[src/sw_cfg_pkg.sv]
package sw_cfg_pkg;

    // ************************************************************
    // switch sizes.
    // ************************************************************
    localparam int NUM_PORTS         = 4;
    localparam int NUM_PRIOS         = 4;
    localparam int DATA_W            = 16;
    localparam int PAGE_WORDS        = 8;
    localparam int NUM_PAGES         = 64;
    localparam int MAX_PKT_WORDS     = 64;
    localparam int MAX_PKT_PAGES     = 8;
    // free-page count below which the buffer reports almost full.
    localparam int ALMOST_FULL_PAGES = 32;

    // ************************************************************
    // scalar types.
    // ************************************************************
    typedef logic [$clog2(NUM_PORTS)-1:0]      port_t;
    typedef logic [$clog2(NUM_PRIOS)-1:0]      prio_t;
    typedef logic [$clog2(NUM_PAGES)-1:0]      page_t;
    typedef logic [$clog2(PAGE_WORDS)-1:0]     offset_t;
    typedef logic [$clog2(MAX_PKT_WORDS+1)-1:0] len_t;
    typedef logic [DATA_W-1:0]                 word_t;
    typedef logic [$clog2(NUM_PAGES+1)-1:0]    page_count_t;

endpackage

[src/sw_bus_pkg.sv]
package sw_bus_pkg;

    // one beat on a write or a read port.
    typedef struct packed {
        logic              sop;
        logic              eop;
        logic              vld;
        sw_cfg_pkg::word_t data;
    } pkt_beat_t;

    // one word on its way into the page buffer.
    typedef struct packed {
        logic                vld;
        sw_cfg_pkg::page_t   page;
        sw_cfg_pkg::offset_t offset;
        sw_cfg_pkg::word_t   data;
    } buf_wr_t;

    // a stored packet, named by its first page.
    typedef struct packed {
        sw_cfg_pkg::port_t dest;
        sw_cfg_pkg::prio_t prio;
        sw_cfg_pkg::page_t head;
        sw_cfg_pkg::len_t  len;
    } pkt_desc_t;

    typedef enum logic {ING_IDLE, ING_BUSY} ingress_state_t;

    typedef enum logic [1:0] {EGR_IDLE, EGR_DESC, EGR_SEND} egress_state_t;

endpackage

[src/queue_manager.sv]
`timescale 1ns/1ns
module queue_manager (
    input  logic                                                    clk,
    input  logic                                                    rst_n,
    input  logic                                                    enq,
    input  sw_bus_pkg::pkt_desc_t                                   enq_desc,
    input  logic                                                    deq,
    input  sw_cfg_pkg::port_t                                       deq_port,
    input  sw_cfg_pkg::prio_t                                       deq_prio,
    output logic                                                    desc_vld,
    output sw_bus_pkg::pkt_desc_t                                   desc,
    output logic [sw_cfg_pkg::NUM_PORTS-1:0][sw_cfg_pkg::NUM_PRIOS-1:0] nonempty
);
    import sw_cfg_pkg::*;
    import sw_bus_pkg::*;

    // queues are indexed by {port, prio}.
    page_t       q_head [NUM_PORTS*NUM_PRIOS];
    page_t       q_tail [NUM_PORTS*NUM_PRIOS];
    page_count_t q_cnt  [NUM_PORTS*NUM_PRIOS];

    // per-packet storage, indexed by the packet's head page.
    pkt_desc_t desc_mem [NUM_PAGES];
    page_t     next_mem [NUM_PAGES];

    logic [$bits(port_t)+$bits(prio_t)-1:0] eq_idx;
    logic [$bits(port_t)+$bits(prio_t)-1:0] dq_idx;
    logic                                   refill;

    assign eq_idx = {enq_desc.dest, enq_desc.prio};
    assign dq_idx = {deq_port, deq_prio};

    // new packet becomes head on an empty queue or when the last one leaves now.
    assign refill = enq && (q_cnt[eq_idx] == '0 ||
                    (deq && dq_idx == eq_idx && q_cnt[eq_idx] == page_count_t'(1)));

    always_comb begin
        for (int p = 0; p < NUM_PORTS; p++) begin
            for (int r = 0; r < NUM_PRIOS; r++) begin
                nonempty[p][r] = (q_cnt[p*NUM_PRIOS+r] != '0);
            end
        end
    end

    always_ff @(posedge clk) begin
        if (enq) begin
            desc_mem[enq_desc.head] <= enq_desc;
            if (q_cnt[eq_idx] != '0) begin
                next_mem[q_tail[eq_idx]] <= enq_desc.head;
            end
        end
        desc <= desc_mem[q_head[dq_idx]];
    end

    always_ff @(posedge clk) begin
        if (deq) begin
            q_head[dq_idx] <= next_mem[q_head[dq_idx]];
        end
        if (refill) begin
            q_head[eq_idx] <= enq_desc.head;
        end
        if (enq) begin
            q_tail[eq_idx] <= enq_desc.head;
        end
    end

    always_ff @(posedge clk) begin
        if (!rst_n) begin
            desc_vld <= 1'b0;
            for (int q = 0; q < NUM_PORTS*NUM_PRIOS; q++) begin
                q_cnt[q] <= '0;
            end
        end else begin
            desc_vld <= deq;
            for (int q = 0; q < NUM_PORTS*NUM_PRIOS; q++) begin
                q_cnt[q] <= q_cnt[q] + page_count_t'(enq && eq_idx == q)
                                     - page_count_t'(deq && dq_idx == q);
            end
        end
    end

endmodule

[config.mk]
export PLATFORM = sky130hd
export DESIGN_NAME = queue_manager
export DESIGN_NICKNAME = d
export VERILOG_FILES = /design/src/sw_cfg_pkg.sv /design/src/sw_bus_pkg.sv /design/src/queue_manager.sv
export SDC_FILE = /design/constraint.sdc
export NUM_CORES = 2
export LEC_CHECK = 0
export BUFFER_PORTS_ARGS = -buffer_cell sky130_fd_sc_hd__buf_2
export CORE_ASPECT_RATIO = 1.75
export CORE_MARGIN = 5
export CORE_UTILIZATION = 35
export DETAILED_ROUTE_END_ITERATION = 8
export GPL_TIMING_DRIVEN = 1
export PLACE_DENSITY = 0.61
export SETUP_SLACK_MARGIN = 0.02
export SYNTH_ARGS = -nofsm -noshare
export SYNTH_HDL_FRONTEND = slang
export SYNTH_SLANG_ARGS = --single-unit
[constraint.sdc]
create_clock -name clk -period 3.97 [get_ports clk]
set_clock_uncertainty 0.2 [all_clocks]
set_input_delay 0.397 -clock clk [delete_from_list [all_inputs] [get_ports clk]]
set_output_delay 0.397 -clock clk [all_outputs]
set_load 0.02 [all_outputs]
## Word level (Yosys, flattened, before mapping)

Memory sizes are Yosys's and may differ from the RTL's. A register that Yosys moved wholly into a read port is not among the register bits.
Cells that the tools add are included.
W data, S select, Z words.

| storage, ports and cells | value |
|---|---|
| register bits | 1 |
| memory bits (writable) | 1776 |
| input port bits | 25 |
| output and inout port bits | 34 |
| memories | 5 |

Memory list:

| memory | depth | bits a word | rd ports | clocked after memory_dff | wr ports | line | source |
|---|---|---|---|---|---|---|---|
| desc_mem | 64 | 17 | 1 | 1 | 1 | queue_manager.sv:23 | `pkt_desc_t desc_mem [NUM_PAGES];` |
| next_mem | 64 | 6 | 1 | 0 | 1 | queue_manager.sv:24 | `page_t next_mem [NUM_PAGES];` |
| q_cnt | 16 | 7 | 17 | 0 | 16 | queue_manager.sv:20 | `page_count_t q_cnt [NUM_PORTS*NUM_PRIOS];` |
| q_head | 16 | 6 | 1 | 0 | 2 | queue_manager.sv:18 | `page_t q_head [NUM_PORTS*NUM_PRIOS];` |
| q_tail | 16 | 6 | 1 | 0 | 1 | queue_manager.sv:19 | `page_t q_tail [NUM_PORTS*NUM_PRIOS];` |

| operators by class | value |
|---|---|
| add/sub/neg operators | 32 |
| equal/unequal tests | 32 |
| mux-type cells | 27 |
| bitwise gates (word level) | 16 |
| reduce and logical (&&, ||, !) cells | 56 |

Operators with widths:

| cell | number |
|---|---|
| $reduce_bool A7 Y1 | 17 |
| $add A7 B1 Y7 | 16 |
| $mux W7 | 16 |
| $sub A7 B1 Y7 | 16 |
| $eq A4 B4 Y1 const B | 16 |
| $logic_and A1 B1 Y1 | 35 |
| $eq A4 B3 Y1 const B | 8 |
| $eq A4 B2 Y1 const B | 4 |
| $or A1 B1 Y1 | 16 |
| $mux W1 | 11 |
| $eq A4 B1 Y1 const B | 2 |
| $logic_not A4 Y1 | 2 |
| $eq A7 B1 Y1 const B | 1 |
| $logic_not A7 Y1 | 1 |
| $eq A4 B4 Y1 | 1 |
| $logic_or A1 B1 Y1 | 1 |

## Longest topological paths before layout

| depth | value |
|---|---|
| depth after elaboration | 7 |
| mapped depth | 19 |
| mapped depth without buffers | 15 |

## Worst setup path before layout

No wires, ideal clock.

| timing path | value |
|---|---|
| path kind | input port to flip-flop |
| from | in enq_desc[13] in the netlist's numbering |
| to | mem q_cnt[1][6] in the netlist's numbering |
| arrival time | 3.792 ns |
| data required time | 3.654 ns |
| setup slack | -0.138 ns |
| stages | 17 |
| buffers on the path | 5 |
| path through | clkbuf_1 buf_2 buf_2 buf_2 clkbuf_1 nand3_1 nor3_1 ha_1 inv_1 fa_1 inv_1 a21oi_1 o21bai_1 a21oi_1 nor2_1 o21ai_0 and3_1 |

RTL lines:

| item | line | source |
|---|---|---|
| from (decl) | queue_manager.sv:6 | `input sw_bus_pkg::pkt_desc_t enq_desc,` |
| to (decl) | queue_manager.sv:20 |  |

==> run metrics <==
status finished, final reports clean; Total Die Area roughly 230,000 um^2; Layout Nets between 6,000 and 7,000; PwrDens between 500 and 600 nW/um^2; critical path type reg2reg; crit-path max FO 16; hold path startpoint enq_desc[3]; first-pass GRT wire length approximately 340,000 um; CTS Buffer Depth 4; length of the first detailed-routing pass in iterations 7; post-synthesis sequential area ratio 68.2%; DR iter-0 viols approximately 4,300; Routed WL 229,000 um; most frequent cell after synthesis edfxtp_1; Peak Freq 0.254 GHz; die boundary height between 600 and 700 um; CP startpoint kind register; Critical Path AT between 4000 and 5000 ps; Yosys warning total 0; # fillers 20,100; Reg area around 53,000 um^2; Final min period 3930 ps; final instance area just over 90,000 um^2; final slew viol count 0; Synth area leader edfxtp_1; area grow syn2layout 17.7%; row cnt 228; initial antenna violation count 7; mean post-synth cell area 13.0 um^2; fraction of registers with async set/reset 0%; Vias between 50,000 and 60,000; setup TNS 0 ps; vias per std cell 5.41; initial core utilization about a third; Root Buffer Master clkbuf_16; leakage power approximately 0.032 uW; Remaining DRCs 0; total track usage between 10% and 20%; critical path data required time around 4300 ps; Max VDD drop about 0.00040 V; RSZ-0062 raised after global routing true; DP HPWL about 160,000 um; die width between 300 and 400 um; # setup viols final 0; CP startpoint q_head[4][2]; ratio of cells with drive above 1 in the final layout between 10% and 20%; Netlist Area Pre-Place 77,100 um^2; share of the synthesized area in the top cell type between 60 and 70%; crit share post-route about 99%; post-route ant nets 0; core area 220,000 um^2; Synth cell types between 80 and 90; Synth area leaders edfxtp_1, nand2_1, dfxtp_1; worst slew pin tran 1010 ps; syn nets between 6,000 and 7,000; Port Buf Inserts 58; Wirelength per Cell roughly 24 um; H-tree levels 4; Placer Congestion around 0.87; Main synth FF type edfxtp_1; Clock Latency Late Sink roughly 800 ps; crit end category register; top cells by count, synth edfxtp_1, nand2_1, nand3_1, and3_1, o21ai_0; number of global-route vias before repair between 50,000 and 60,000; Num CTS Buffers 172; EDFF count, synth ~1,700; multi-input logic area 22,300 um^2; Clock transition at path regs 60 ps; worst min path class in2reg; I/O pin count 59; RR Startpoint q_head[4][2]; largest net degree at the start of global routing roughly 150; Max transition margin 32.3%; synthesized instance count 5,948; MaxCap Viol Count 0; total grt overflow 0; CTS tree yes; flops & latches, synth approximately 1,800; Hold Vio Cnt, Final 0; clk sinks around 1,800; hold_ws roughly 34 ps; Post-DP Area 85,100 um^2
-- sequential cells by signal (all words and copies together) (netlist names) --
signal / count
desc: 17
desc_mem: 1088
desc_vld: 1
next_mem: 384
q_cnt: 112
q_head: 96
q_tail: 96
-- critical path, stage by stage (launching register included) --
cell,delay [ps]
edfxtp_1,420
mux4_2,480
mux4_4,760
buf_6,180
a21oi_4,150
buf_12,150
o21ai_0,180
a41oi_1,500
a311oi_2,90
nor2b_1,250
buf_12,180
o31ai_1,100
-- report_power, final --
| group | switching [uW] | total [uW] | internal [uW] |
|---|---|---|---|
| Sequential | 325 | 21600 | 21200 |
| Clock | 6990 | 16000 | 9000 |
| Combinational | 5150 | 8690 | 3540 |
-- layout by cell type, fill, tap and decap left out, types with 16 or more instances in the layout --
master	instances
nor2_1	183
buf_12	96
buf_2	48
a31oi_1	52
o22ai_1	21
o21ai_0	216
dfxtp_1	130
fa_1	16
inv_1	162
mux2i_1	52
buf_4	522
a311o_1	19
clkbuf_1	34
nand4_1	46
nand3_1	343
xnor2_1	47
mux4_2	60
clkinv_1	26
and2_1	79
a32oi_1	26
edfxtp_1	1664
a311oi_1	54
or3_1	20
xor2_1	37
nor2b_1	47
clkinv_2	27
a21oi_1	178
nand2_1	1122
o21bai_1	32
a211oi_1	91
ha_1	144
a31o_2	19
o31ai_1	52
nor3_1	77
a21o_1	17
mux2_2	39
a32o_1	18
and3_1	288
clkbuf_16	179
-- metal layers --
metal / vias to the layer above / wire (um) / GRT usage [%]
met2: 1744 / 123000 / 36.4
met3: 569 / 11700 / 2.43
met5: - / 38 / 0
met4: 6 / 15500 / 11.1
met1: 25600 / 79000 / 20.8
li1: 23000 / - / -
-- cell type report --
type                       instances  area share, %
antenna                            2        0.00551
timing repair buffer             691           7.02
sequential                      1794           57.9
clock inverter                    79          0.773
tap                             2875           3.96
multi-input combinational       3597           24.5
inverter                         162          0.670
clock buffer                     219           5.13
-- metrics by stage --
step / util, % / worst slack (ps) / std cells / power (uW)
after floorplan: - / 71.5 / 5948 / 26800
after global placement: 38.7 / -494 / 9096 / 30400
after detailed placement: 38.7 / -522 / 9096 / 30600
after CTS: 41.2 / 23.8 / 9407 / 46500
after global routing: 41.3 / -8.56 / 9418 / 48000
final: 41.3 / 39.4 / 9419 / 46300
-- path summary, 6_finish.rpt --
path | end | slack, ps | cells past startpoint
worst max-delay path | q_head[1][2] | 40 | 11
worst min-delay path | desc_mem[45][3] | 30 | 1
worst max register to register | q_head[1][2] | 40 | 11
worst min register to register | q_cnt[6][6] | 460 | 3
-- what timing repair did --
item | in CTS | in global routing
pin swaps | 1 | 4
endpoints found under the hold margin | 241 | 0
buffers inserted | 0 | 8
hold buffers | 13 | 0
endpoints found under the setup margin | 2 | 62
gates resized for setup | 1 | 16
cloned | 0 | 2
-- kinds of logic after synthesis --
group | share of synthesized area, %
and+or+nand+nor | 13.8
DFF | 68.2
muxes | 3.19
adders and majority gates | 2.75
buffers and inverters | 3.19
xor gates and xnor gates | 0.954
AOI/OAI and AO/OA | 7.97
(Power assumes the default switching activity.)
