==> src/sw_cfg_pkg.sv <==
package sw_cfg_pkg;

    // ************************************************************
    // switch sizes.
    // ************************************************************
    localparam int NUM_PORTS         = 4;
    localparam int NUM_PRIOS         = 4;
    localparam int DATA_W            = 16;
    localparam int PAGE_WORDS        = 8;
    localparam int NUM_PAGES         = 64;
    localparam int MAX_PKT_WORDS     = 64;
    localparam int MAX_PKT_PAGES     = 8;
    // free-page count below which the buffer reports almost full.
    localparam int ALMOST_FULL_PAGES = 32;

    // ************************************************************
    // scalar types.
    // ************************************************************
    typedef logic [$clog2(NUM_PORTS)-1:0]      port_t;
    typedef logic [$clog2(NUM_PRIOS)-1:0]      prio_t;
    typedef logic [$clog2(NUM_PAGES)-1:0]      page_t;
    typedef logic [$clog2(PAGE_WORDS)-1:0]     offset_t;
    typedef logic [$clog2(MAX_PKT_WORDS+1)-1:0] len_t;
    typedef logic [DATA_W-1:0]                 word_t;
    typedef logic [$clog2(NUM_PAGES+1)-1:0]    page_count_t;

endpackage

==> src/sw_bus_pkg.sv <==
package sw_bus_pkg;

    // one beat on a write or a read port.
    typedef struct packed {
        logic              sop;
        logic              eop;
        logic              vld;
        sw_cfg_pkg::word_t data;
    } pkt_beat_t;

    // one word on its way into the page buffer.
    typedef struct packed {
        logic                vld;
        sw_cfg_pkg::page_t   page;
        sw_cfg_pkg::offset_t offset;
        sw_cfg_pkg::word_t   data;
    } buf_wr_t;

    // a stored packet, named by its first page.
    typedef struct packed {
        sw_cfg_pkg::port_t dest;
        sw_cfg_pkg::prio_t prio;
        sw_cfg_pkg::page_t head;
        sw_cfg_pkg::len_t  len;
    } pkt_desc_t;

    typedef enum logic {ING_IDLE, ING_BUSY} ingress_state_t;

    typedef enum logic [1:0] {EGR_IDLE, EGR_DESC, EGR_SEND} egress_state_t;

endpackage

==> src/rd_egress.sv <==
`timescale 1ns/1ns
module rd_egress (
    input  logic                                                    clk,
    input  logic                                                    rst_n,
    input  logic [sw_cfg_pkg::NUM_PORTS-1:0]                        ready,
    input  logic [sw_cfg_pkg::NUM_PORTS-1:0][sw_cfg_pkg::NUM_PRIOS-1:0] nonempty,
    output logic                                                    deq,
    output sw_cfg_pkg::port_t                                       deq_port,
    output sw_cfg_pkg::prio_t                                       deq_prio,
    input  logic                                                    desc_vld,
    input  sw_bus_pkg::pkt_desc_t                                   desc,
    output sw_cfg_pkg::page_t                                       rd_page,
    output sw_cfg_pkg::offset_t                                     rd_offset,
    input  sw_cfg_pkg::word_t                                       rd_word,
    input  sw_cfg_pkg::page_t                                       rd_link,
    output logic                                                    free,
    output sw_cfg_pkg::page_t                                       free_page,
    output sw_bus_pkg::pkt_beat_t [sw_cfg_pkg::NUM_PORTS-1:0]       rd
);
    import sw_cfg_pkg::*;
    import sw_bus_pkg::*;

    egress_state_t        state;
    port_t                rr_ptr;
    port_t                cur_port;
    port_t                pick_port;
    prio_t                pick_prio;
    logic                 pick_vld;
    logic [NUM_PORTS-1:0] cand;
    len_t                 remaining;
    logic                 sop_pend;
    logic                 last_word;
    page_t                iss_page;
    offset_t              iss_off;

    // ************************************************************
    // output and priority pick.
    // ************************************************************
    always_comb begin
        port_t idx;
        for (int p = 0; p < NUM_PORTS; p++) begin
            cand[p] = ready[p] && (nonempty[p] != '0);
        end
        pick_vld  = 1'b0;
        pick_port = rr_ptr;
        for (int i = NUM_PORTS; i >= 1; i--) begin
            idx = rr_ptr + port_t'(i);
            if (cand[idx]) begin
                pick_vld  = 1'b1;
                pick_port = idx;
            end
        end
        // strict priority, 0 first.
        pick_prio = '0;
        for (int r = NUM_PRIOS - 1; r >= 0; r--) begin
            if (nonempty[pick_port][r]) begin
                pick_prio = prio_t'(r);
            end
        end
    end

    assign deq      = (state == EGR_IDLE) && pick_vld;
    assign deq_port = pick_port;
    assign deq_prio = pick_prio;

    // ************************************************************
    // page walker.
    // ************************************************************
    // after the last word of a page, the returned link names the next page.
    assign rd_page   = (state == EGR_DESC) ? desc.head : ((iss_off == '1) ? rd_link : iss_page);
    assign rd_offset = (state == EGR_DESC) ? '0 : iss_off + 1'b1;

    always_ff @(posedge clk) begin
        iss_page <= rd_page;
        iss_off  <= rd_offset;
    end

    // iss_* name the word arriving on rd_word in this cycle.
    assign last_word = (remaining == len_t'(1));
    assign free      = (state == EGR_SEND) && (iss_off == '1 || last_word);
    assign free_page = iss_page;

    always_ff @(posedge clk) begin
        if (!rst_n) begin
            state     <= EGR_IDLE;
            rr_ptr    <= '0;
            remaining <= '0;
            sop_pend  <= 1'b0;
            rd        <= '0;
        end else begin
            rd <= '0;
            case (state)
                EGR_IDLE: begin
                    if (pick_vld) begin
                        state    <= EGR_DESC;
                        rr_ptr   <= pick_port;
                        cur_port <= pick_port;
                    end
                end
                EGR_DESC: begin
                    if (desc_vld) begin
                        state     <= EGR_SEND;
                        remaining <= desc.len;
                        sop_pend  <= 1'b1;
                    end
                end
                EGR_SEND: begin
                    rd[cur_port].sop  <= sop_pend;
                    rd[cur_port].eop  <= last_word;
                    rd[cur_port].vld  <= 1'b1;
                    rd[cur_port].data <= rd_word;
                    sop_pend  <= 1'b0;
                    remaining <= remaining - 1'b1;
                    if (last_word) begin
                        state <= EGR_IDLE;
                    end
                end
                default: state <= EGR_IDLE;
            endcase
        end
    end

endmodule

==> config.mk <==
export PLATFORM = sky130hd
export DESIGN_NAME = rd_egress
export DESIGN_NICKNAME = d
export VERILOG_FILES = /design/src/sw_cfg_pkg.sv /design/src/sw_bus_pkg.sv /design/src/rd_egress.sv
export SDC_FILE = /design/constraint.sdc
export NUM_CORES = 1
export LEC_CHECK = 0
export BUFFER_PORTS_ARGS = -buffer_cell sky130_fd_sc_hd__buf_2
export CORE_MARGIN = 5
export CORE_UTILIZATION = 28
export DETAILED_ROUTE_END_ITERATION = 16
export REMOVE_ABC_BUFFERS = 1
export SLEW_MARGIN = 10
export SYNTH_ARGS = -nofsm -noshare
export SYNTH_HDL_FRONTEND = slang
export SYNTH_SLANG_ARGS = --single-unit
==> constraint.sdc <==
create_clock -name clk -period 4.8 [get_ports clk]
set_input_delay 0.48 -clock clk [delete_from_list [all_inputs] [get_ports clk]]
set_output_delay 0.48 -clock clk [all_outputs]
set_load 0.01 [all_outputs]
* Yosys cells after proc, flatten, opt, wreduce, memory -nomap -nowiden
Cells that the tools add are included.
** Cells by class
- Bitwise gates (word level) :: 1
- Equality and inequality tests :: 7
- Reductions and logical operators :: 19
- Magnitude comparators :: 7
- Muxes and demuxes :: 43
- Add/subtract/negate cells :: 5
** Operators by type and width (count)
- 76-bit bitwise mux :: 3
- 19-bit demux with 2-bit select :: 4
- 76-bit bitwise AND :: 1
- 2-bit two-way mux :: 10
- 19-bit two-way mux :: 1
- 2-bit by 3-bit less-than comparator with 1-bit output (second input constant) :: 6
- 18-bit two-way mux :: 1
- 17-bit two-way mux :: 1
- 16-bit two-way mux :: 1
- 4-bit nonzero test :: 4
- 7-bit one-hot mux with 2 select lines :: 1
- 6-bit two-way mux :: 2
- 1-bit two-way mux :: 9
- 1-bit binary-select mux with 2-bit select :: 4
- 4-bit binary-select mux with 2-bit select :: 1
- 7-bit by 1-bit equality test with 1-bit output (second input constant) :: 1
- 1-bit logical AND :: 7
- 7-bit two-way mux :: 1
- 7-bit by 1-bit subtractor with 7-bit output (second input constant) :: 1
- 2-bit inequality test (second input constant) :: 3
- 2-bit one-hot mux with 3 select lines :: 1
- 2-bit AND reduction :: 3
- 3-bit AND reduction :: 2
- 2-bit adder (second input constant) :: 2
- 12 further kinds :: 12
** Word-level totals
- Bits in registers :: 99
- Output and inout port bits :: 97
- Logic and storage cells :: 105
- Input bits :: 62

* Logic depth before layout (Yosys ltp)
- Word-level depth :: 13
- Depth in mapped cells :: 7
- Mapped depth without buffers :: 6

* Worst setup path after synthesis
OpenSTA, ideal clock, no wires.
- Kind :: input-to-output
- Start :: input port nonempty[4] in the netlist's numbering
- End :: output port deq_prio[0]
- Arrival time :: 2418 ps
- Cell stages on the path :: 6
- Setup slack :: 1902 ps
- Data required time :: 4320 ps
- Buffers on the path :: 0
- Cells stage by stage :: o41ai_2 o2bb2ai_1 mux2i_2 mux4_1 nor2b_1 o21ba_1
** Between the ends
- Word-level cells in the longest chain between the ends :: 13
- Elaborated cells between the ends (all ways) :: 17
- Those cells by class :: 15 x mux; 2 x reduce/logical
** Ends and longest elaborated chain
- start, declared :: RTL line rd_egress.sv:6 : input logic [sw_cfg_pkg::NUM_PORTS-1:0][sw_cfg_pkg::NUM_PRIOS-1:0] nonempty,
- 4-bit nonzero test * :: RTL line rd_egress.sv:42 : cand[p] = ready[p] && (nonempty[p] != '0);
- 1-bit logical AND * :: RTL line rd_egress.sv:42
- 1-bit binary-select mux with 2-bit select :: RTL line rd_egress.sv:48 : if (cand[idx]) begin
- 1-bit two-way mux (not written as such) :: RTL line rd_egress.sv:48
- 2-bit two-way mux (2 in a row) :: RTL line rd_egress.sv:48
- 2-bit two-way mux * :: RTL line rd_egress.sv:48
- via deq_port[1] :: RTL line rd_egress.sv:8 : output sw_cfg_pkg::port_t deq_port,
- 4-bit binary-select mux with 2-bit select * :: RTL line rd_egress.sv:56 : if (nonempty[pick_port][r]) begin
- 4-bit two-way mux (not written as such) * :: RTL line rd_egress.sv:56
- 2-bit two-way mux (3 in a row) :: RTL line rd_egress.sv:56
- 2-bit two-way mux * :: RTL line rd_egress.sv:56
- end, declared :: RTL line rd_egress.sv:9 : output sw_cfg_pkg::prio_t deq_prio,
Mark *: on every way through the listed nets, which the timed path passes. The rest lies on a longest branch. The select of a mux whose other input is x is not followed.

* Final worst setup path
- Start :: input port nonempty[4] in the netlist's numbering
- End :: output port deq_prio[0]
** Between the ends
- Word-level cells in the longest chain between the ends :: 13
- Elaborated cells between the ends (all ways) :: 17
- Those cells by class :: 15 x mux; 2 x reduce/logical
** Ends and longest elaborated chain (RTL line)
- 4-bit nonzero test :: rd_egress.sv:42
- 1-bit logical AND :: rd_egress.sv:42
- 1-bit binary-select mux with 2-bit select :: rd_egress.sv:48
- 1-bit two-way mux (not written as such) :: rd_egress.sv:48
- 2-bit two-way mux (3 in a row) :: rd_egress.sv:48
- 4-bit binary-select mux with 2-bit select * :: rd_egress.sv:56
- 4-bit two-way mux (not written as such) * :: rd_egress.sv:56
- 2-bit two-way mux (3 in a row) :: rd_egress.sv:56
- 2-bit two-way mux * :: rd_egress.sv:56
Every way passes the cells marked *; elsewhere a longest branch is shown, timed or not. The select of a mux whose other input is x is not followed.

==> reports/metrics.csv <==
stage,metric,value,unit
outcome,status,completed,
drt,drc,0,
finish,diodes,0,
drt,ant_nets,0,
die,fp.dieH,118.2,um
die,start_util,28.57,%
cts,h-tree-depth,3,
critical_path,start_kind,primary input,
yosys,avgSynthCellArea,11.30,sq um
drt,post_drt_wl_per_cell,13.56,um
critical_path,crit_type,primary input to primary output,
min_path,hp-class,primary input to flop,
cts,cts_tree,done,
critical_path,cp_common_cell,buf_2,
timing,relSlewSlack,35.28,%
finish,layout_commonest_cell,buf_2,
cts,cts_hold_buf,0,
yosys,ys_seq_elements,99,
timing,setup_violations,0,
yosys,yosys_warnings,0,
drt,dr_total_vias,2545,
critical_path,cp_slowest_cell,mux4_1,
drt,wl,8055,um
die,num_rows,39,
place,gp_congestion,0.7982,
yosys,synth-edff-count,2,
die,dieArea,13960,sq um
timing,fmax,0.3072,GHz
pwr,cellPowerDensity,394.7,nW/um^2
die,num_io_pins,159,
yosys,yosys-mux-area-fraction,6.073,%
grt,grt_pass1_wl,13430,um
flow_run,drv_cap,0,
critical_path,end_kind,primary output,
yosys,synth_top_family_by_area,simple AND/OR/NAND/NOR gates,
timing,min_period_over_period,67.82,%
grt,grt_overflow,0,
yosys,synthAdderAreaFrac,1.528,%
finish,fin_nets,514,
cts,clk_pin_slew,60,ps
grt,grt_max_degree,20,
yosys,ys_async_sr_fraction,0,%
drt,drt-initial-drc-count,131,
timing,min_period,3255,ps
place,numPortBuffers,154,
yosys,synthFlopType,dfxtp_1,
cts,root_buffer,clkbuf_16,
finish,drive_gt1_share,39.47,%
yosys,synth-simple-area-share,22.31,%
cts,cts_buffers,9,
finish,area.growth.synth_to_final,36.82,%
cts,clk_path_buf_depth,2,
yosys,synth_xor_area_share,0,%
critical_path,path_max_fanout,7,
yosys,synth_area,3276,sq um
die,die_x,118.2,um
pwr,p_total,1.769,mW
timing,drv_slew,0,
timing,tightest_slew,967.2,ps
critical_path,cp.arrival,2780,ps
yosys,synth_cell_type_count,39,
drt,vias_per_cell,4.285,
timing,fin_setup_tns,0,ps
pwr,peakVddDrop,279.6,uV
drt,firstDrtPassIters,4,
grt,grt_pass1_vias,2657,
timing,hold_violations,0,
yosys,synth_compound_area_share,7.105,%
finish,n_fill_cell,1123,
timing,skew,4.240,ps
cts,clock_latency,340,ps
place,hpwlAfterDp,5957,um
cts,cts.sink_count,99,
critical_path,critPathMaxStageDelay,630,ps
yosys,yosysSeqAreaShare,61.12,%
finish,final_cell_mix,"buf_2, dfxtp_1, and2_1, nand2_1",
pwr,leakage,2.170,nW
yosys,synthCells,290,
critical_path,worstPathCellList,buf_2 -> o41ai_2 -> o2bb2ai_1 -> mux2i_2 -> mux4_1 -> nor2b_1 -> o21ba_1 -> buf_2,
grt,antenna_found_initial,0,
die,coreArea,11470,sq um
grt,gr-usage-all-layers,12.13,%
cts,ctsResizeCount,0,
timing,rsz0062_at_grt,false,
cts,cts_post_setup_buffers_inserted,0,
critical_path,cp.required,4320,ps
[registers in the layout, summed over array words and instances (netlist names)]
signal	flops
iss_off	3
cur_port	2
remaining	7
free_page	6
sop_pend	1
rd	76
state	2
rr_ptr	2
[critical path: cells and delay by family]
kind | cells | cell delay, ps
muxes | 2 | 1050
AOI/OAI and AO/OA | 3 | 860
and+or+nand+nor | 1 | 150
buffers and inverters | 2 | 240
[stage by stage]
step                      util, %  setup WS, ps  instances  cell area [sq um]  hold slack, ps
after floorplan                 -          1902        280               3237           426.3
after global placement      36.84          1578        580               4224           423.1
after detailed placement    36.84          1532        580               4224           433.4
after CTS                   39.08          1530        594               4482           350.2
after global routing        39.08          1386        594               4482           360.1
final                       39.08          1545        594               4482           367.5
[cell families (layout without fill, tap and decap cells)]
family	Yosys count	in the layout
simple gates	126	126
buf+inv	16	177
fa+ha+maj	4	4
mux	13	13
flops	99	99
compound gates	32	32
[synth_stat cells, types with 2 or more instances]
library cell	number	area, sq um
dfxtp_1	97	1942
and3_1	3	18.77
nor3_1	10	50.05
inv_1	5	18.77
mux2i_1	8	80.08
clkbuf_1	8	30.03
mux4_1	4	105.1
nand3_1	2	10.01
nand2_1	14	52.55
nor3b_1	3	22.52
o211ai_1	2	15.01
o41ai_1	2	17.52
nor2_1	8	30.03
ha_1	4	50.05
a21oi_1	6	30.03
and2_1	70	437.9
edfxtp_1	2	60.06
o41ai_2	2	32.53
a211oi_1	4	30.03
nor4_1	3	18.77
nor2b_1	7	43.79
o21ai_0	9	45.04
[per-layer routing]
metal | global-route usage, % | routed length, um
met1 | 15.19 | 3607
met2 | 18.74 | 3637
met3 | 4.011 | 641
met4 | 6.022 | 168
met5 | 0 | 0
[cell type report]
type / count / area [sq um] / share of cell area (%)
Inverter: 6 / 22.52 / 0.5025
Clock inverter: 4 / 28.78 / 0.6421
Timing Repair Buffer: 157 / 793.3 / 17.70
Tap cell: 143 / 178.9 / 3.992
Sequential cell: 99 / 2002 / 44.67
Clock buffer: 10 / 229.0 / 5.109
Multi-Input combinational cell: 175 / 1227 / 27.39
[path summary, 6_finish.rpt]
| path | startpoint | endpoint | slack [ps] | depth (start not counted) |
|---|---|---|---|---|
| hold / removal | rd_word[3] | rd[60] | 370 | 2 |
| hold reg to reg | iss_off[0] | iss_off[0] | 440 | 1 |
| setup reg to reg | state[0] | remaining[0] | 2740 | 5 |
| setup / recovery | nonempty[4] | deq_prio[0] | 1540 | 8 |
[power breakdown]
group / switching (mW) / internal [mW] / leakage, nW
sequential: 0.0249 / 0.866 / 0.805
combinational: 0.128 / 0.114 / 1.24
clock: 0.289 / 0.346 / 0.129
No activity file was read; power rests on OpenSTA's default activity.
