--- config.mk ---
export PLATFORM = sky130hd
export DESIGN_NAME = wr_ingress
export DESIGN_NICKNAME = d
export VERILOG_FILES = /design/src/sw_cfg_pkg.sv /design/src/sw_bus_pkg.sv /design/src/wr_ingress.sv
export SDC_FILE = /design/constraint.sdc
export NUM_CORES = 1
export LEC_CHECK = 0
export BUFFER_PORTS_ARGS = -buffer_cell sky130_fd_sc_hd__buf_2
export CAP_MARGIN = 20
export CORE_AREA = 2 2 90 114
export DETAILED_ROUTE_END_ITERATION = 12
export DIE_AREA = 0 0 92 116
export PLACE_DENSITY = 0.7
export SYNTH_ARGS = -nofsm -noshare
export SYNTH_HDL_FRONTEND = slang
export SYNTH_SLANG_ARGS = --single-unit
--- constraint.sdc ---
create_clock -name clk -period 2 [get_ports clk]
set_clock_uncertainty 0.15 [all_clocks]
set_input_delay 0.1 -clock clk [delete_from_list [all_inputs] [get_ports clk]]
set_output_delay 0.1 -clock clk [all_outputs]
set_load 0.02 [all_outputs]
--- src/sw_cfg_pkg.sv ---
package sw_cfg_pkg;

    // ************************************************************
    // switch sizes.
    // ************************************************************
    localparam int NUM_PORTS         = 4;
    localparam int NUM_PRIOS         = 4;
    localparam int DATA_W            = 16;
    localparam int PAGE_WORDS        = 8;
    localparam int NUM_PAGES         = 64;
    localparam int MAX_PKT_WORDS     = 64;
    localparam int MAX_PKT_PAGES     = 8;
    // free-page count below which the buffer reports almost full.
    localparam int ALMOST_FULL_PAGES = 32;

    // ************************************************************
    // scalar types.
    // ************************************************************
    typedef logic [$clog2(NUM_PORTS)-1:0]      port_t;
    typedef logic [$clog2(NUM_PRIOS)-1:0]      prio_t;
    typedef logic [$clog2(NUM_PAGES)-1:0]      page_t;
    typedef logic [$clog2(PAGE_WORDS)-1:0]     offset_t;
    typedef logic [$clog2(MAX_PKT_WORDS+1)-1:0] len_t;
    typedef logic [DATA_W-1:0]                 word_t;
    typedef logic [$clog2(NUM_PAGES+1)-1:0]    page_count_t;

endpackage

--- src/sw_bus_pkg.sv ---
package sw_bus_pkg;

    // one beat on a write or a read port.
    typedef struct packed {
        logic              sop;
        logic              eop;
        logic              vld;
        sw_cfg_pkg::word_t data;
    } pkt_beat_t;

    // one word on its way into the page buffer.
    typedef struct packed {
        logic                vld;
        sw_cfg_pkg::page_t   page;
        sw_cfg_pkg::offset_t offset;
        sw_cfg_pkg::word_t   data;
    } buf_wr_t;

    // a stored packet, named by its first page.
    typedef struct packed {
        sw_cfg_pkg::port_t dest;
        sw_cfg_pkg::prio_t prio;
        sw_cfg_pkg::page_t head;
        sw_cfg_pkg::len_t  len;
    } pkt_desc_t;

    typedef enum logic {ING_IDLE, ING_BUSY} ingress_state_t;

    typedef enum logic [1:0] {EGR_IDLE, EGR_DESC, EGR_SEND} egress_state_t;

endpackage

--- src/wr_ingress.sv ---
`timescale 1ns/1ns
module wr_ingress (
    input  logic                                            clk,
    input  logic                                            rst_n,
    input  sw_bus_pkg::pkt_beat_t [sw_cfg_pkg::NUM_PORTS-1:0] wr,
    input  logic                                            full,
    output logic [sw_cfg_pkg::NUM_PORTS-1:0]                pause,
    output logic                                            alloc,
    input  sw_cfg_pkg::page_t                               alloc_page,
    output logic                                            link_wr,
    output sw_cfg_pkg::page_t                               link_from,
    output sw_cfg_pkg::page_t                               link_to,
    output sw_bus_pkg::buf_wr_t                             buf_wr,
    output logic                                            enq,
    output sw_bus_pkg::pkt_desc_t                           enq_desc
);
    import sw_cfg_pkg::*;
    import sw_bus_pkg::*;

    ingress_state_t       state;
    port_t                owner;
    port_t                rr_ptr;
    port_t                grant_idx;
    port_t                cur_port;
    logic                 grant_vld;
    logic [NUM_PORTS-1:0] req;
    pkt_beat_t            beat;
    logic                 accept;
    logic                 first_beat;
    logic                 new_page;
    len_t                 wcnt;
    page_t                cur_page;
    page_t                head_page;
    port_t                dest_q;
    prio_t                prio_q;

    // ************************************************************
    // input grant.
    // ************************************************************
    // a new packet starts only while a full-size packet still fits.
    always_comb begin
        port_t idx;
        for (int i = 0; i < NUM_PORTS; i++) begin
            req[i] = wr[i].sop && wr[i].vld && !full;
        end
        grant_vld = 1'b0;
        grant_idx = rr_ptr;
        // the input just after the last grant wins ties.
        for (int i = NUM_PORTS; i >= 1; i--) begin
            idx = rr_ptr + port_t'(i);
            if (req[idx]) begin
                grant_vld = 1'b1;
                grant_idx = idx;
            end
        end
    end

    assign cur_port   = (state == ING_BUSY) ? owner : grant_idx;
    assign beat       = wr[cur_port];
    assign accept     = (state == ING_BUSY) ? beat.vld : grant_vld;
    assign pause      = (state == ING_BUSY || grant_vld) ? ~(NUM_PORTS'(1) << cur_port) : '1;

    // ************************************************************
    // page segmentation.
    // ************************************************************
    assign first_beat = (wcnt == '0);
    assign new_page   = accept && (offset_t'(wcnt) == '0);
    assign alloc      = new_page;

    always_ff @(posedge clk) begin
        if (!rst_n) begin
            state      <= ING_IDLE;
            owner      <= '0;
            rr_ptr     <= '0;
            wcnt       <= '0;
            buf_wr.vld <= 1'b0;
            link_wr    <= 1'b0;
            enq        <= 1'b0;
        end else begin
            if (state == ING_IDLE && grant_vld) begin
                owner  <= grant_idx;
                rr_ptr <= grant_idx;
            end
            if (accept) begin
                state <= beat.eop ? ING_IDLE : ING_BUSY;
                wcnt  <= beat.eop ? '0 : wcnt + 1'b1;
            end
            buf_wr.vld    <= accept;
            buf_wr.page   <= new_page ? alloc_page : cur_page;
            buf_wr.offset <= offset_t'(wcnt);
            buf_wr.data   <= beat.data;
            // chain the filled page to the one just taken.
            link_wr   <= new_page && !first_beat;
            link_from <= cur_page;
            link_to   <= alloc_page;
            enq       <= accept && beat.eop;
            enq_desc.dest <= first_beat ? port_t'(beat.data[1:0]) : dest_q;
            enq_desc.prio <= first_beat ? prio_t'(beat.data[3:2]) : prio_q;
            enq_desc.head <= first_beat ? alloc_page : head_page;
            enq_desc.len  <= wcnt + 1'b1;
        end
    end

    always_ff @(posedge clk) begin
        if (new_page) begin
            cur_page <= alloc_page;
        end
        if (accept && first_beat) begin
            head_page <= alloc_page;
            dest_q    <= port_t'(beat.data[1:0]);
            prio_q    <= prio_t'(beat.data[3:2]);
        end
    end

endmodule

# Word-level counts from Yosys, hierarchy flattened

Index checks and enable logic that the tools add are counted.

Bitwise gates (word level): 2
Add/subtract/negate cells: 4
Muxes and demuxes: 26
Magnitude comparators: 5
Shift operators: 1
Reduce and logical (&&, ||, !) cells: 18

Operators with widths:

| kind                                                | number |
|---|---|
| binary-select mux 19 bit (select 2 bit)             | 1 |
| two-way mux 18 bit                                  | 1 |
| < comparator 2 x 3 -> 1 bit (second input constant) | 5 |
| logical AND 1 bit                                   | 13 |
| two-way mux 2 bit                                   | 6 |
| two-way mux 6 bit                                   | 2 |
| two-way mux 1 bit                                   | 10 |
| binary-select mux 1 bit (select 2 bit)              | 4 |
| adder 7 x 1 -> 7 bit (second input constant)        | 1 |
| logical NOT 7 bit                                   | 1 |
| two-way mux 7 bit                                   | 1 |
| adder 2 bit (second input constant)                 | 2 |
| two-way mux 4 bit                                   | 1 |
| NOT 4 bit                                           | 1 |
| left shift 1 x 2 -> 4 bit (first input constant)    | 1 |
| logical NOT 3 bit                                   | 1 |
| adder 2 x 1 -> 2 bit (second input constant)        | 1 |
| logical NOT 1 bit                                   | 2 |
| logical OR 1 bit                                    | 1 |
| NOT 1 bit                                           | 1 |

Output and inout port bits: 62
Bits of input ports: 85
Bits in registers: 83
Word-level logic and storage cells: 75

# Longest topological paths before layout

Gate-level depths: netlist of run 1.

Depth after elaboration: 13
Depth in mapped cells: 8
Gate-level depth less buffers: 6

# Least setup slack after synthesis of run 1

OpenSTA, ideal clock, no wires.

Path kind: register -> register
Start: register rr_ptr[1]
End: register buf_wr[0] (netlist bit), data pin
Data arrival time: 1.713 ns
Setup time: 0.272 ns
Slack: -0.136 ns
Period minus slack after synthesis: 2.136 ns
Cell stages (with the launch flop): 9
Path buffers: 2
Data required time: 1.578 ns
Cell sequence: dfxtp_1 buf_6 and4bb_1 o211ai_2 and2_4 a22oi_4 buf_8 mux2i_1 mux2i_1

RTL lines:

| item                   | RTL line         | source |
|---|---|---|
| start, declared        | wr_ingress.sv:22 | `port_t rr_ptr;` |
| start signal, assigned | wr_ingress.sv:82 | `rr_ptr <= grant_idx;` |
| end, declared          | wr_ingress.sv:13 | `output sw_bus_pkg::buf_wr_t buf_wr,` |

# Final worst setup path of run 1

Start: register rr_ptr[1]
End: register enq_desc[13] (netlist bit), data pin

Longest elaborated chain between the ends: 10
Elaborated cells on any way between the ends: 16
Classes of those cells: add/sub: 3; mux: 13

RTL lines:

| item                                         | RTL line         | source |
|---|---|---|
| adder 2 bit                                  | wr_ingress.sv:50 | `idx = rr_ptr + port_t'(i);` |
| binary-select mux 1 bit (select 2 bit)       | wr_ingress.sv:51 | `if (req[idx]) begin` |
| two-way mux 1 bit (not written as such)      | wr_ingress.sv:51 |  |
| two-way mux 2 bit (3 in series)              | wr_ingress.sv:51 |  |
| two-way mux 2 bit (*)                        | wr_ingress.sv:58 | `assign cur_port = (state == ING_BUSY) ? owner : grant_idx;` |
| binary-select mux 19 bit (select 2 bit) (*)  | wr_ingress.sv:59 | `assign beat = wr[cur_port];` |
| two-way mux 18 bit (not written as such) (*) | wr_ingress.sv:59 |  |
| two-way mux 2 bit (*)                        | wr_ingress.sv:98 | `enq_desc.prio <= first_beat ? prio_t'(beat.data[3:2]) : prio_q;` |
| end, declared                                | wr_ingress.sv:15 | `output sw_bus_pkg::pkt_desc_t enq_desc` |

Every way passes the cells marked *; elsewhere a longest branch is shown, timed or not. The select of a mux whose other input is x is not followed.
A chain may end at the register's enable or synchronous reset.

==> results of run 1 <==
power groups by stage:
stage          sequential (mW)  combinational (mW)  clock, mW
5_1_grt                   2.30                2.05       1.62
3_5_place_dp              2.32                1.42          0
2_1_floorplan             2.52               0.676          0
6_report                  2.28                1.93       1.53
4_1_cts                   2.28                1.66       1.55
3_3_place_gp              2.31                1.39          0
layout make-up:
| class | instances | area share |
|---|---|---|
| Clock buffer | 9 | 0.03667 |
| Sequential cell | 83 | 0.3761 |
| Tap cell | 126 | 0.02567 |
| Multi-Input combinational cell | 165 | 0.2812 |
| Inverter | 5 | 0.003056 |
| Timing Repair Buffer | 230 | 0.2687 |
| Clock inverter | 7 | 0.008557 |
metal layers:
layer | vias up | GRT usage
met5 | - | 0
met4 | 0 | 0.08060
met3 | 15 | 0.03446
met2 | 113 | 0.3314
met1 | 1438 | 0.1971
li1 | 1473 | -
flip-flops by register name, summed over array words and instances, names as in the netlist:
name	cells
buf_wr	26
enq_desc	17
wcnt	7
cur_page	6
head_page	6
link_from	6
link_to	6
dest_q	2
prio_q	2
rr_ptr	2
enq	1
link_wr	1
state	1
per-stage QoR:
step | hold WS [ns] | worst slack [ns] | TNS (ns)
detailed placement | 0.1784 | -0.1328 | -2.862
global route | 0.008635 | -0.2816 | -7.710
floorplan | 0.04887 | -0.1260 | -1.391
finish | 0.001253 | -0.2022 | -4.500
global placement | 0.1760 | -0.08250 | -1.013
CTS | 0.00007291 | -0.2576 | -2.905
path summary, 6_finish.rpt:
kind,depth (start not counted),slack (ns),end,startpoint
max reg2reg,7,-0.20,enq_desc[13],rr_ptr[1]
max,7,-0.20,enq_desc[13],rr_ptr[1]
min,3,0.001,buf_wr[14],wr[71]
min reg2reg,0,0.29,link_from[1],cur_page[1]
worst max-delay path, stage by stage, from the launching register on:
cell and delay [ns]:
dfxtp_4 0.36, and4bb_1 0.27, o211ai_2 0.09, and2_4 0.18, a22oi_4 0.30, buf_12 0.21
mux2i_4 0.26, o221ai_2 0.11
cells in the final DEF, fill, tap and decap left out, types with 4 or more instances in the layout:
| master | Yosys | routed |
|---|---|---|
| mux2i_1 | 49 | 38 |
| mux2_4 | 0 | 7 |
| nand3_1 | 11 | 10 |
| buf_6 | 3 | 15 |
| buf_4 | 0 | 30 |
| nand2_1 | 15 | 9 |
| mux2i_4 | 0 | 9 |
| a211oi_2 | 0 | 4 |
| buf_12 | 0 | 8 |
| buf_2 | 5 | 141 |
| nor2_1 | 6 | 5 |
| o21ai_1 | 1 | 5 |
| mux2_2 | 13 | 6 |
| clkbuf_16 | 0 | 10 |
| edfxtp_1 | 64 | 64 |
| dfxtp_1 | 19 | 17 |
| mux2i_2 | 1 | 4 |
| dlygate4sd3_1 | 0 | 32 |
| nand2_2 | 1 | 4 |
cell families after synthesis:
family	Yosys count
AO/OA/AOI/OAI	35
XOR/XNOR	8
adder cells (fa/ha/maj)	2
buffers and inverters	16
flip-flops	83
multiplexers	64
AND/OR/NAND/NOR	55
what timing repair did:
| item | 4_1_cts | 5_1_grt |
|---|---|---|
| endpoints found under the setup margin | 55 | 54 |
| gates cloned | 1 | 1 |
| hold buffers | 32 | 0 |
| endpoints found under the hold margin | 37 | 0 |
| buffers inserted | 8 | 14 |
| pin swaps | 13 | 19 |
| gates resized for setup | 36 | 65 |
==> flow_summary.ini, run 1 <==
[yosys]
synth_mux_area_frac = 0.1790
synth_top_family_by_area = multiplexers
syn-cell-area_sq_mm = 0.003760
synthAdderAreaFrac = 0.006656
post_synth.cell_area_avg_sq_um = 14.30
synth-seq-cells = 83
yosys-top-cells-area = edfxtp_1 (51%), mux2i_1 (13%), dfxtp_1 (10%), mux2_2 (3.9%), nand2_1 (1.5%)
synth-seq-area-share = 0.6123
synth_nets = 350
yosys.area_share.simple = 0.08253
synth_top_cell_area_share = 0.5111
synth_compound_area_frac = 0.07421
ys_types = 47
synth-edff-count = 64
synthTopCellsByCount = edfxtp_1 (64), mux2i_1 (49), dfxtp_1 (19), nand2_1 (15), mux2_2 (13)
synth.largest_area_cell = edfxtp_1
synth-async-reset-ratio = 0
yosysMostFrequentCell = edfxtp_1
yosys_warnings = 0
synth_top_flop_cell = edfxtp_1
synth_xor_area_frac = 0.01864
synthCells = 263

[final_layout]
drive_gt1_frac = 0.5671
fill_cells = 736
area_growth_pct = 63.33
design_area_sq_mm = 0.006141
multi_input_area_sq_mm = 0.001727
seqCellArea_sq_mm = 0.002310
final_nets = 581
n_antenna_cell = 0
stdcell_count = 625
fin_util = 0.6458

[floorplanning]
ioPinCount = 147
die-width_microns = 92
die_height_microns = 116
coreArea_sq_mm = 0.009509
start_util = 0.3954
die-area_sq_mm = 0.01067
rows = 40

[outcome]
status = finished, violations left
violations = negative setup slack

[critical_path]
worstPathRequired_ns = 1.92
cp.arrival_ns = 2.12
start_kind = flop
cp_max_fo = 7
end_kind = flop
crit_type = reg2reg

[route]
drcViolationCount = 0
drt-initial-drc-count = 82
num_vias = 3039
dr.pass1.iters = 4
routedWlPerCell_microns = 15.55
wl_met1_microns = 3756
dr_wl_met3_microns = 515
vias_per_cell = 4.862
ant_nets = 0
wl_microns = 9719
highest_layer = met4
route.met2.wl_microns = 5248

[place]
portBuffers = 146
place_inst = 557
placed_cell_area_sq_mm = 0.004922
hpwl_microns = 6470
gp_congestion = 0.8858

[grt]
grt_pass1_wl_microns = 14680
grt_use_total = 0.1782
grt_max_degree = 29
antenna_found_initial = 0
grt_pass1_vias = 3048
gr-total-overflow = 0

[power]
vdd_drop_max_uv = 478.6
total_power_mw = 5.741
total_leakage_power_nw = 2.726
power_frac_comb = 0.337
power_switching_mw = 1.722
switching_share = 0.3000
power.density_mw_per_mm2 = 934.8
p_clk_frac = 0.266
p_int_mw = 4.018
power_frac_seq = 0.397

[cts]
cts_root_buffer = clkbuf_16
worstSkewPairLatency_ns = 0.33
htreeDepth = 3
cts_buffers = 9
cts_tree = yes
clkSinkCount = 83
clock_path_buffers = 2
path_clk_slew_ns = 0.06

[sta]
timing.final.ws_setup_ns = -0.2022
period_needed_ns = 2.202
finalMaxSlewViolations = 0
fmax_mhz = 454.1
setup_viol = 39
finalHoldViolations = 0
rsz0062_at_grt = yes
max-slew-margin-rel = 0.6880
post-route-period-util = 1.101
worstMarginPinSlew_ns = 0.4662

[flow_run]
drv_cap = 0

[worst_hold_path]
hp-class = in2reg
No activity file was read; power rests on OpenSTA's default activity.
==> inputs of run 2 (changes only) <==
- CORE_AREA: 2 2 90 114 -> 2 2 86 109
- CTS_BUF_LIST: not set -> sky130_fd_sc_hd__clkbuf_4 sky130_fd_sc_hd__clkbuf_8 sky130_fd_sc_hd__clkbuf_16
- DIE_AREA: 0 0 92 116 -> 0 0 88 111
- PLACE_DENSITY: 0.7 -> 0.76
- SKIP_CTS_REPAIR_TIMING: not set -> 1
==> run 2 against run 1 <==
The flow finishes with violations (negative hold slack, negative setup slack). Critical path depth did not move. Utilization grew 0.57 points. Total power is 0.94% higher. Die area is 8.5% lower. Setup slack lost 0.048 ns. Clock power is 18% higher. Final cell count fell by 3.0%. Register-to-register slack barely moved. Critical path type is now reg2out.
==> flow_summary.ini, run 2 (same netlist as run 1, synthesis figures left out) <==
[power]
power_frac_seq = 0.393
switching_share = 0.2857
power_switching_mw = 1.656
p_clk_frac = 0.311
p_int_mw = 4.139
total_leakage_power_nw = 2.596
power.density_mw_per_mm2 = 1007
vdd_drop_max_uv = 504.8
power_frac_comb = 0.296

[critical_path]
worstPathRequired_ns = 1.75
crit_chain = and4bb_2 > a22oi_2 > and2_4 > a22oi_4 > buf_12 > or3_4 > buf_6
start_kind = flop
crit_type = reg2out
cp_slowest_stage_delay_ns = 0.38
end_kind = output port
cpMaxStageDelayCell = dfxtp_4
cp_max_fo = 9
regToRegSetupSlack_ns = -0.20
reg2reg_depth = 9
cp.arrival_ns = 2.00
reg2reg_from = rr_ptr[1]
timing.rr.end = enq_desc[13]

[sta]
rsz0062_at_grt = yes
setup_viol = 29
finalMaxSlewViolations = 0
timing.final.ws_setup_ns = -0.2506
finalHoldViolations = 5
post-route-period-util = 1.125
worstMarginPinSlew_ns = 0.4775
period_needed_ns = 2.251
holdWs_ns = -0.01413
fmax_mhz = 444.3
max-slew-margin-rel = 0.6816

[floorplanning]
coreArea_sq_mm = 0.008832
ioPinCount = 147
start_util = 0.4257
die-width_microns = 88
die_height_microns = 111
die-area_sq_mm = 0.009768
rows = 39

[flow_run]
drv_cap = 0

[route]
ant_nets = 0
drcViolationCount = 0
wl_microns = 9032
drt-initial-drc-count = 64
vias_per_cell = 4.861
routedWlPerCell_microns = 14.90
dr.pass1.iters = 4
num_vias = 2946

[final_layout]
final_nets = 565
final_cell_mix = buf_2 (144), edfxtp_1 (64), buf_4 (47)
top_regs = buf_wr x26, enq_desc x17, wcnt x7
multi_input_area_sq_mm = 0.001574
n_antenna_cell = 0
fill_cells = 690
design_area_sq_mm = 0.005754
area_growth_pct = 53.04
seqCellArea_sq_mm = 0.002307
largest_reg_flops = 26
drive_gt1_frac = 0.5549
largest_register = buf_wr
layout_commonest_cell = buf_2

[grt]
antenna_found_initial = 0
grt_use_total = 0.1730
grt_pass1_wl_microns = 12900
grt_pass1_vias = 2767
grt_max_degree = 29
gr-total-overflow = 0

[place]
hpwl_microns = 6312
portBuffers = 146
gp_congestion = 0.8742
placed_cell_area_sq_mm = 0.004989

[cts]
path_clk_slew_ns = 0.07
cts_tree = yes
htreeDepth = 3
cts_root_buffer = clkbuf_16
worstSkewPairLatency_ns = 0.33
cts_buffers = 9
clkSinkCount = 83
clock_path_buffers = 2

[worst_hold_path]
hp-class = in2reg
holdCritStartpoint = wr[5]
hold_end = buf_wr[5]
min_path_cells = 3

[outcome]
violations = negative hold slack, negative setup slack
status = finished, violations left
==> run 2: cell count changes in the layout (fill, tap and decap cells not counted), sizes merged <==
cell	change
inv	+2
clkinv	-5
clkinvlp	+1
buf	+4
bufinv	+2
dlygate4sd3	-20
==> run 2: how the worst max path moves through the flow <==
stage | end | slack, ns | from
after CTS | pause[2] | -0.37 | rr_ptr[0]
after global routing | pause[0] | -0.29 | rr_ptr[1]
after detailed placement | buf_wr[0] | -0.11 | rr_ptr[1]
after floorplan | enq_desc[15] | -0.13 | rr_ptr[1]
after global placement | buf_wr[20] | -0.09 | rr_ptr[1]
final | pause[2] | -0.25 | rr_ptr[0]
==> run 2: metal layers <==
layer	share of wire	vias up	track usage
li1	-	1447	-
met1	0.41	1373	0.2088
met2	0.53	119	0.2965
met3	0.053	7	0.03797
met4	0.013	0	0.06462
met5	0	-	0
==> run 2: power by group through the flow <==
stage	sequential, mW	combinational (mW)	clock (mW)
6_report	2.28	1.71	1.80
5_1_grt	2.30	1.83	1.91
4_1_cts	2.28	1.46	1.85
3_5_place_dp	2.32	1.46	0
3_3_place_gp	2.31	1.43	0
2_1_floorplan	2.52	0.676	0
==> run 2: layout make-up <==
cell class | count | area share
sequential | 83 | 0.4010
multi-input combinational | 165 | 0.2735
timing repair buffer | 214 | 0.2381
clock buffer | 9 | 0.03914
tap | 123 | 0.02675
clock inverter | 7 | 0.01826
inverter | 5 | 0.003262
==> run 2: per-stage QoR <==
step,power (mW),setup TNS (ns),setup WS (ns),cells,util
floorplan,3.193,-1.391,-0.1260,263,-
global placement,3.735,-1.004,-0.08706,565,0.5648
detailed placement,3.773,-2.264,-0.1131,565,0.5648
CTS,5.592,-4.066,-0.3668,581,0.6022
global route,6.042,-5.789,-0.2949,606,0.6515
finish,5.795,-3.411,-0.2506,606,0.6515
==> run 2: worst max-delay path, delay by kind of cell, from the launching register on <==
kind / cells / cell delay (ns)
DFF: 1 / 0.38
buffers and inverters: 2 / 0.28
and+or+nand+nor: 3 / 0.79
AOI/OAI and AO/OA: 2 / 0.22
